--- src/source/engine_pkg.sv ---
package engine_pkg;

	// width of one lane value and of every output word
	parameter int DATA_W = 16;

	// job operation, zero is not a valid job
	typedef enum logic [1:0] {
		OP_NONE  = 2'd0,
		OP_CONV  = 2'd1, // multiply-accumulate, lane sum, bias, relu
		OP_MPOOL = 2'd2, // per-lane signed maximum
		OP_APOOL = 2'd3  // per-lane sum, then arithmetic shift
	} op_t;

endpackage

--- src/source/engine_ctrl.sv ---
`timescale 1ns/1ps

module engine_ctrl import engine_pkg::*; #(
	parameter int LANES = 4
) (
	input  logic clk,
	input  logic rst,
	input  logic i_start,
	input  op_t  i_op,
	input  logic i_last_k,
	input  logic i_first_k,
	input  logic i_last_point,
	input  logic i_wr_last,
	output logic o_job_clear,
	output logic o_fetch_en,
	output logic o_next_point,
	output logic o_acc_en,
	output logic o_acc_first,
	output logic o_reduce_en,
	output logic o_wr_start,
	output logic o_busy,
	output logic o_done
);

	localparam logic [2:0] S_IDLE   = 3'd0;
	localparam logic [2:0] S_FETCH  = 3'd1;
	localparam logic [2:0] S_DRAIN  = 3'd2;
	localparam logic [2:0] S_REDUCE = 3'd3;
	localparam logic [2:0] S_WRITE  = 3'd4;
	localparam logic [2:0] S_DONE   = 3'd5;

	logic [2:0] state;
	logic [2:0] state_nxt;
	logic       start_ok;

	assign start_ok = i_start && (i_op != OP_NONE);

	always_comb begin
		state_nxt = state;
		case (state)
			S_IDLE: begin
				if (start_ok)
					state_nxt = S_FETCH;
			end
			S_FETCH: begin
				if (i_last_k)
					state_nxt = S_DRAIN;
			end
			S_DRAIN:  state_nxt = S_REDUCE; // last word lands in the lanes
			S_REDUCE: state_nxt = S_WRITE;
			S_WRITE: begin
				if (i_wr_last)
					state_nxt = i_last_point ? S_DONE : S_FETCH;
			end
			S_DONE:   state_nxt = S_IDLE;
			default:  state_nxt = S_IDLE;
		endcase
	end

	always_ff @(posedge clk or posedge rst) begin
		if (rst) begin
			state <= S_IDLE;
		end else begin
			state <= state_nxt;
		end
	end

	// accumulate strobes follow the memory latency by one cycle
	always_ff @(posedge clk or posedge rst) begin
		if (rst) begin
			o_acc_en    <= 1'b0;
			o_acc_first <= 1'b0;
			o_wr_start  <= 1'b0;
		end else begin
			o_acc_en    <= o_fetch_en;
			o_acc_first <= o_fetch_en && i_first_k;
			o_wr_start  <= (state == S_REDUCE); // high in the first WRITE cycle
		end
	end

	assign o_job_clear  = (state == S_IDLE) && start_ok;
	assign o_fetch_en   = (state == S_FETCH);
	assign o_next_point = (state == S_WRITE) && i_wr_last && !i_last_point;
	assign o_reduce_en  = (state == S_REDUCE);
	assign o_busy       = (state != S_IDLE);
	assign o_done       = (state == S_DONE);

endmodule

--- src/source/engine_addr_gen.sv ---
`timescale 1ns/1ps

module engine_addr_gen #(
	parameter int ADDR_W = 10
) (
	input  logic              clk,
	input  logic              rst,
	input  logic              i_job_clear,
	input  logic              i_fetch_en,
	input  logic              i_next_point,
	input  logic              i_busy,
	input  logic [7:0]        i_kernel_size,
	input  logic [7:0]        i_o_side,
	input  logic [7:0]        i_stride,
	output logic [ADDR_W-1:0] o_d_addr,
	output logic [ADDR_W-1:0] o_w_addr,
	output logic              o_first_k,
	output logic              o_last_k,
	output logic              o_last_point,
	output logic [31:0]       o_busy_cycles
);

	logic [7:0] k_cnt;  // kernel index within the point
	logic [7:0] p_cnt;  // output point index

	always_ff @(posedge clk or posedge rst) begin
		if (rst) begin
			k_cnt <= '0;
			p_cnt <= '0;
		end else if (i_job_clear) begin
			k_cnt <= '0;
			p_cnt <= '0;
		end else begin
			if (i_fetch_en)
				k_cnt <= o_last_k ? 8'd0 : k_cnt + 8'd1; // wraps for the next point
			if (i_next_point)
				p_cnt <= p_cnt + 8'd1;
		end
	end

	// busy cycles of the latest job, held until the next start
	always_ff @(posedge clk or posedge rst) begin
		if (rst) begin
			o_busy_cycles <= '0;
		end else if (i_job_clear) begin
			o_busy_cycles <= '0;
		end else if (i_busy) begin
			o_busy_cycles <= o_busy_cycles + 32'd1;
		end
	end

	assign o_first_k    = (k_cnt == 8'd0);
	assign o_last_k     = (k_cnt + 8'd1 == i_kernel_size);
	assign o_last_point = (p_cnt + 8'd1 == i_o_side);

	// window start is point * stride
	assign o_d_addr = ADDR_W'(p_cnt) * ADDR_W'(i_stride) + ADDR_W'(k_cnt);
	assign o_w_addr = ADDR_W'(k_cnt);

endmodule

--- src/source/lane_unit.sv ---
`timescale 1ns/1ps

module lane_unit import engine_pkg::*; (
	input  logic              clk,
	input  logic              rst,
	input  op_t               i_op,
	input  logic              i_acc_en,
	input  logic              i_acc_first,
	input  logic [DATA_W-1:0] i_data,
	input  logic [DATA_W-1:0] i_weight,
	output logic [DATA_W-1:0] o_acc
);

	logic signed [2*DATA_W-1:0] prod;
	logic        [DATA_W-1:0]   term;

	assign prod = $signed(i_data) * $signed(i_weight);

	// convolution uses the wrapped product, pooling the raw value
	assign term = (i_op == OP_CONV) ? prod[DATA_W-1:0] : i_data;

	always_ff @(posedge clk or posedge rst) begin
		if (rst) begin
			o_acc <= '0;
		end else if (i_acc_en) begin
			if (i_acc_first) begin
				o_acc <= term; // new window starts here
			end else begin
				case (i_op)
					OP_CONV, OP_APOOL: begin
						o_acc <= o_acc + term;
					end
					OP_MPOOL: begin
						if ($signed(term) > $signed(o_acc))
							o_acc <= term;
					end
					default: o_acc <= o_acc;
				endcase
			end
		end
	end

endmodule

--- src/source/lane_reduce.sv ---
`timescale 1ns/1ps

module lane_reduce import engine_pkg::*; #(
	parameter int LANES = 4
) (
	input  logic                    clk,
	input  logic                    rst,
	input  logic                    i_reduce_en,
	input  logic [LANES*DATA_W-1:0] i_lane_acc,
	input  logic [DATA_W-1:0]       i_bias,
	output logic [DATA_W-1:0]       o_conv_result
);

	logic [DATA_W-1:0] sum;

	// adder tree flattened into a loop, wraps at DATA_W
	always_comb begin
		sum = i_bias;
		for (int n = 0; n < LANES; n++) begin
			sum = sum + i_lane_acc[n*DATA_W +: DATA_W];
		end
	end

	always_ff @(posedge clk or posedge rst) begin
		if (rst) begin
			o_conv_result <= '0;
		end else if (i_reduce_en) begin
			o_conv_result <= sum[DATA_W-1] ? '0 : sum; // relu
		end
	end

endmodule

--- src/source/result_writeback.sv ---
`timescale 1ns/1ps

module result_writeback import engine_pkg::*; #(
	parameter int LANES = 4
) (
	input  logic                    clk,
	input  logic                    rst,
	input  logic                    i_wr_start,
	input  op_t                     i_op,
	input  logic [DATA_W-1:0]       i_conv_result,
	input  logic [LANES*DATA_W-1:0] i_lane_acc,
	input  logic [3:0]              i_avg_shift,
	output logic                    o_out_valid,
	output logic [DATA_W-1:0]       o_out_data,
	output logic                    o_wr_last
);

	localparam int IDX_W = (LANES > 1) ? $clog2(LANES) : 1;

	logic             active;    // words still pending after the first
	logic [IDX_W-1:0] cnt;
	logic [IDX_W-1:0] idx;
	logic [IDX_W-1:0] last_idx;
	logic             writing;
	logic [DATA_W-1:0] lane_word;
	logic [DATA_W-1:0] word;

	assign writing  = i_wr_start || active;
	assign idx      = i_wr_start ? '0 : cnt;
	assign last_idx = (i_op == OP_CONV) ? '0 : IDX_W'(LANES - 1); // one word or one per lane
	assign o_wr_last = writing && (idx == last_idx);

	assign lane_word = i_lane_acc[idx*DATA_W +: DATA_W]; // lane 0 goes out first

	always_comb begin
		case (i_op)
			OP_CONV:  word = i_conv_result;
			OP_MPOOL: word = lane_word;
			OP_APOOL: word = $signed(lane_word) >>> i_avg_shift;
			default:  word = '0;
		endcase
	end

	always_ff @(posedge clk or posedge rst) begin
		if (rst) begin
			active      <= 1'b0;
			cnt         <= '0;
			o_out_valid <= 1'b0;
		end else begin
			o_out_valid <= writing;
			if (writing) begin
				cnt    <= idx + 1'b1;
				active <= !o_wr_last;
			end
		end
	end

	always_ff @(posedge clk) begin
		if (writing)
			o_out_data <= word;
	end

endmodule

--- src/source/engine_top.sv ---
`timescale 1ns/1ps

module engine_top import engine_pkg::*; #(
	parameter int LANES  = 4,
	parameter int ADDR_W = 10
) (
	input  logic                    clk,
	input  logic                    rst,
	input  logic                    i_start,
	input  op_t                     i_op,
	input  logic [7:0]              i_kernel_size,
	input  logic [7:0]              i_o_side,
	input  logic [7:0]              i_stride,
	input  logic [DATA_W-1:0]       i_bias,
	input  logic [3:0]              i_avg_shift,
	output logic [ADDR_W-1:0]       o_d_addr,
	output logic [ADDR_W-1:0]       o_w_addr,
	input  logic [LANES*DATA_W-1:0] i_data,
	input  logic [LANES*DATA_W-1:0] i_weight,
	output logic                    o_out_valid,
	output logic [DATA_W-1:0]       o_out_data,
	output logic                    o_done,
	output logic                    o_busy,
	output logic [31:0]             o_busy_cycles
);

	logic job_clear;
	logic fetch_en;
	logic next_point;
	logic acc_en;
	logic acc_first;
	logic reduce_en;
	logic wr_start;
	logic wr_last;
	logic first_k;
	logic last_k;
	logic last_point;

	logic [LANES*DATA_W-1:0] lane_acc;
	logic [DATA_W-1:0]       conv_result;

	engine_ctrl #(
		.LANES (LANES)
	) ctrl_i (
		.clk          (clk),
		.rst          (rst),
		.i_start      (i_start),
		.i_op         (i_op),
		.i_last_k     (last_k),
		.i_first_k    (first_k),
		.i_last_point (last_point),
		.i_wr_last    (wr_last),
		.o_job_clear  (job_clear),
		.o_fetch_en   (fetch_en),
		.o_next_point (next_point),
		.o_acc_en     (acc_en),
		.o_acc_first  (acc_first),
		.o_reduce_en  (reduce_en),
		.o_wr_start   (wr_start),
		.o_busy       (o_busy),
		.o_done       (o_done)
	);

	engine_addr_gen #(
		.ADDR_W (ADDR_W)
	) addr_i (
		.clk           (clk),
		.rst           (rst),
		.i_job_clear   (job_clear),
		.i_fetch_en    (fetch_en),
		.i_next_point  (next_point),
		.i_busy        (o_busy),
		.i_kernel_size (i_kernel_size),
		.i_o_side      (i_o_side),
		.i_stride      (i_stride),
		.o_d_addr      (o_d_addr),
		.o_w_addr      (o_w_addr),
		.o_first_k     (first_k),
		.o_last_k      (last_k),
		.o_last_point  (last_point),
		.o_busy_cycles (o_busy_cycles)
	);

	// one accumulator per lane, all driven by the same strobes
	for (genvar n = 0; n < LANES; n++) begin : g_lane
		lane_unit lane_i (
			.clk         (clk),
			.rst         (rst),
			.i_op        (i_op),
			.i_acc_en    (acc_en),
			.i_acc_first (acc_first),
			.i_data      (i_data[n*DATA_W +: DATA_W]),
			.i_weight    (i_weight[n*DATA_W +: DATA_W]),
			.o_acc       (lane_acc[n*DATA_W +: DATA_W])
		);
	end

	lane_reduce #(
		.LANES (LANES)
	) reduce_i (
		.clk           (clk),
		.rst           (rst),
		.i_reduce_en   (reduce_en),
		.i_lane_acc    (lane_acc),
		.i_bias        (i_bias),
		.o_conv_result (conv_result)
	);

	result_writeback #(
		.LANES (LANES)
	) wb_i (
		.clk           (clk),
		.rst           (rst),
		.i_wr_start    (wr_start),
		.i_op          (i_op),
		.i_conv_result (conv_result),
		.i_lane_acc    (lane_acc),
		.i_avg_shift   (i_avg_shift),
		.o_out_valid   (o_out_valid),
		.o_out_data    (o_out_data),
		.o_wr_last     (wr_last)
	);

endmodule

--- config.mk ---
export PLATFORM = sky130hd
export DESIGN_NAME = engine_top
export DESIGN_NICKNAME = d
export VERILOG_FILES = /design/src/source/engine_pkg.sv /design/src/source/engine_ctrl.sv /design/src/source/engine_addr_gen.sv /design/src/source/lane_unit.sv /design/src/source/lane_reduce.sv /design/src/source/result_writeback.sv /design/src/source/engine_top.sv
export SDC_FILE = /design/constraint.sdc
export NUM_CORES = 2
export LEC_CHECK = 0
export BUFFER_PORTS_ARGS = -buffer_cell sky130_fd_sc_hd__buf_2
export CAP_MARGIN = 10
export CORE_MARGIN = 5
export CORE_UTILIZATION = 34
export DETAILED_ROUTE_END_ITERATION = 10
export SLEW_MARGIN = 0
export SYNTH_ARGS = -nofsm -noshare
export SYNTH_HDL_FRONTEND = slang
export SYNTH_SLANG_ARGS = --single-unit
--- constraint.sdc ---
create_clock -name clk -period 4.4 [get_ports clk]
set_input_delay 0.66 -clock clk [delete_from_list [all_inputs] [get_ports clk]]
set_output_delay 0.66 -clock clk [all_outputs]
set_load 0.05 [all_outputs]
==> metrics.md <==
| Metric | Value |
|---|---|
| Status | finished with violations |
| Failing checks | negative setup slack |
| Setup_tns | -144.94 ns |
| Final Routed Wirelength | 101,000 microns |
| 1st-iter DRT viols | 1,633 |
| H-tree Lvls | 4 |
| CP max-delay cell | fa_1 |
| Worst-Skew Late Latency | 0.45 ns |
| Area Overhead vs Synth | 30.7% |
| Die width | 321 microns |
| Antenna Nets Post-Route | 0 |
| RR Startpoint | g_lane[0].lane_i.o_acc[1] |
| FF-to-FF End | reduce_i.o_conv_result[11] |
| Initial Utilization | 0.341 |
| Worst-path clk slew | 0.07 ns |
| Placed cells | 5,921 |
| GR Overflow Total | 0 |
| # setup viols final | 68 |
| Port bufs | 245 |
| # hold bufs at CTS | 0 |
| Vias in the first global route | 30,300 |
| Crit path DAT | 7.11 ns |
| Vias after detailed routing | 29,200 |
| Die Y-Extent | 321 microns |
| Netlist Area Pre-Place | 32,900 sq um |
| Root buffer cell | clkbuf_16 |
| FF-to-FF setup slack | 0.02 ns |
| Fin crit period | 6.78 ns |
| Hold crit path type | input pin to asynchronous set/reset pin |
| Worst setup path startpoint | i_weight[22] |
| Max-Cap Viols | 0 |
| # nets final | 5,693 |
| Avg Cell Area, Syn | 8.35 sq um |
| Layout Skew | 0.0105 ns |
| Sequential area share after synthesis | 0.119 |
| Critical Path RT | 4.73 ns |
| PnR worst setup slack | -2.38 ns |
| Yosys warns | 0 |
| Share of cells above drive strength 1 | 0.269 |
| Placer congestion estimate | 0.931 |
| Distinct cells, synth | 81 |
| Most common cell after layout, fill and taps aside | inv_1 |
| Top FF cell, synth | dfrtp_1 |
| Cell mode on critical path | fa_1 |
| Cts bufs inserted | 17 |
| Final Hold Violating Endpoints | 0 |
| Initial antenna violation count | 16 |
| CP peak stage delay | 0.56 ns |
| Drt pass-1 iters | 7 |
| DRC Markers | 0 |
| Final Non-Filler Cells | 6,005 |
| R2R depth | 17 |
| Crit end category | flop |
| Fmax | 147 MHz |
| CP endpoint | g_lane[1].lane_i.o_acc[15] |
| Max Root-Sink Buffers | 2 |
| I/O Pins | 248 |
| Asr flop ratio synth | 0.895 |
| RSZ-0062 raised after global routing | true |
| First-pass GRT wire length | 164,000 microns |
| FF+latch count, synth | 153 |
| Most frequent cells in the layout | inv_1 (640), buf_4 (604), nand2_1 (513) |
| Critical Path Fanout Max | 7 |
| Slew Limit Fails | 0 |
| Die ar. | 103,000 sq um |
| Clk sinks | 153 |
| Worst slew margin relative to its limit | 0.356 |
| Startpoint Class | input pin |
| Gr usage total | 0.196 |
| Number of vias per cell | 4.87 |
| Tightest Pin Transition | 0.966 ns |
| Rows | 114 |
| DR WL/cell | 16.9 microns |
| Cells after Synth | 3,943 |
| Hold WS | 0.357 ns |
| Dpl hpwl | 84,500 microns |
| Largest net degree at the start of global routing | 83 |
| Core ar. | 96,400 sq um |
| Setup CP Type | input pin to flop |
| Number of synthesized flops with an enable pin | 16 |
| Period utilization | 1.54 |
| CTS tree | built |
==> flip-flops by register name, indices dropped and copies added (netlist names) <==
name                    cells
wb_i.cnt                    2
wb_i.active                 1
reduce_i.o_conv_result     15
ctrl_i.o_acc_en             1
wb_i.o_out_data            16
addr_i.p_cnt                8
wb_i.o_out_valid            1
addr_i.o_busy_cycles       32
ctrl_i.o_acc_first          1
ctrl_i.state                3
addr_i.k_cnt                8
ctrl_i.o_wr_start           1
g_lane.lane_i.o_acc        64
==> per-layer routing <==
metal,up-vias,track usage,routed length (microns)
met3,123,0.0391,6630
met5,-,0,77
li1,14100,-,-
met2,748,0.328,47700
met1,14300,0.266,44900
met4,12,0.0410,2040
==> worst max-delay path: cells and delay by family <==
kind                       cells  cell delay [ns]
AOI/OAI and AO/OA              6             1.02
muxes                          1             0.11
adders and majority gates      7             3.13
buffers and inverters          5             0.38
xor gates and xnor gates       5             0.97
and+or+nand+nor                5             0.84
==> cell families (layout without fill, tap and decap cells) <==
logic type | after synthesis | after routing | synth area share
AO/OA/AOI/OAI | 584 | 584 | 0.114
XOR/XNOR | 269 | 269 | 0.0724
adder cells (fa/ha/maj) | 803 | 803 | 0.395
buffers and inverters | 825 | 1608 | 0.0949
flip-flops | 153 | 153 | 0.119
multiplexers | 75 | 75 | 0.0238
other | 1 | 4 | 0.000114
AND/OR/NAND/NOR | 1233 | 1233 | 0.180
==> worst min-delay path by stage <==
stage | startpoint | to | slack, ns | cells past startpoint
2_1_floorplan | reduce_i.o_conv_result[8] | reduce_i.o_conv_result[8] | 0.45 | 2
3_3_place_gp | addr_i.o_busy_cycles[31] | addr_i.o_busy_cycles[31] | 0.46 | 1
3_5_place_dp | addr_i.o_busy_cycles[31] | addr_i.o_busy_cycles[31] | 0.46 | 1
4_1_cts | rst | addr_i.o_busy_cycles[7] | 0.40 | 2
5_1_grt | rst | addr_i.o_busy_cycles[7] | 0.44 | 2
6_report | rst | addr_i.o_busy_cycles[7] | 0.36 | 2
==> repair_timing <==
action | CTS | global route
resized for setup | 262 | 173
endpoints found under the setup margin | 83 | 85
pin swaps | 123 | 88
cloned | 6 | 0
buffers inserted | 40 | 16
==> final cells by class <==
| class | count | area [sq um] |
|---|---|---|
| multi-input cells | 2966 | 27500 |
| inverters | 677 | 2550 |
| fillers | 9538 | 53400 |
| clock inverters | 12 | 136 |
| well taps | 1276 | 1600 |
| flip-flops and latches | 153 | 3920 |
| clock buffers | 20 | 458 |
| repair buffers | 899 | 6880 |
| diodes | 2 | 5.00 |
==> synthesized netlist by cell type (10+ instances only) <==
library cell  count  share of area
a31oi_1          31         0.0059
a21oi_1         138          0.021
mux2_2           18         0.0062
or2_2            10         0.0019
and2_1          311          0.059
clkbuf_1        127          0.014
inv_1           672          0.077
o31ai_1          17         0.0039
dfrtp_1         137           0.10
o211ai_1         28         0.0064
edfxtp_1         16          0.015
mux2i_1          55          0.017
or3_1            22         0.0042
o21a_1           25         0.0057
a22o_1           16         0.0043
a211oi_1         15         0.0034
o21ai_1          33         0.0050
buf_2            10         0.0015
ha_1            407           0.15
nand3_1          80          0.012
fa_1            395           0.24
and3_1           16         0.0030
nor3_1           51         0.0078
o21ai_0         139          0.021
nor2b_1          23         0.0044
xnor2_1         195          0.052
nand2b_1         26         0.0049
nor2_1          116          0.013
nand2_1         537          0.061
o21bai_1         29         0.0066
nand4_1          15         0.0029
xor2_1           72          0.019
a21o_1           30         0.0068
o211a_1          14         0.0043
==> per-stage QoR <==
stage | area, sq um | utilization | setup slack, ns
3_3_place_gp | 40400 | 0.419 | -2.87
5_1_grt | 43000 | 0.446 | -2.69
4_1_cts | 42400 | 0.439 | -2.38
3_5_place_dp | 40400 | 0.419 | -3.00
6_report | 43000 | 0.446 | -2.38
2_1_floorplan | 33700 | - | -2.58
Power is left out: the tool's default activity adds up to more than one toggle a clock period on the data nets, which glitch-free logic cannot reach.
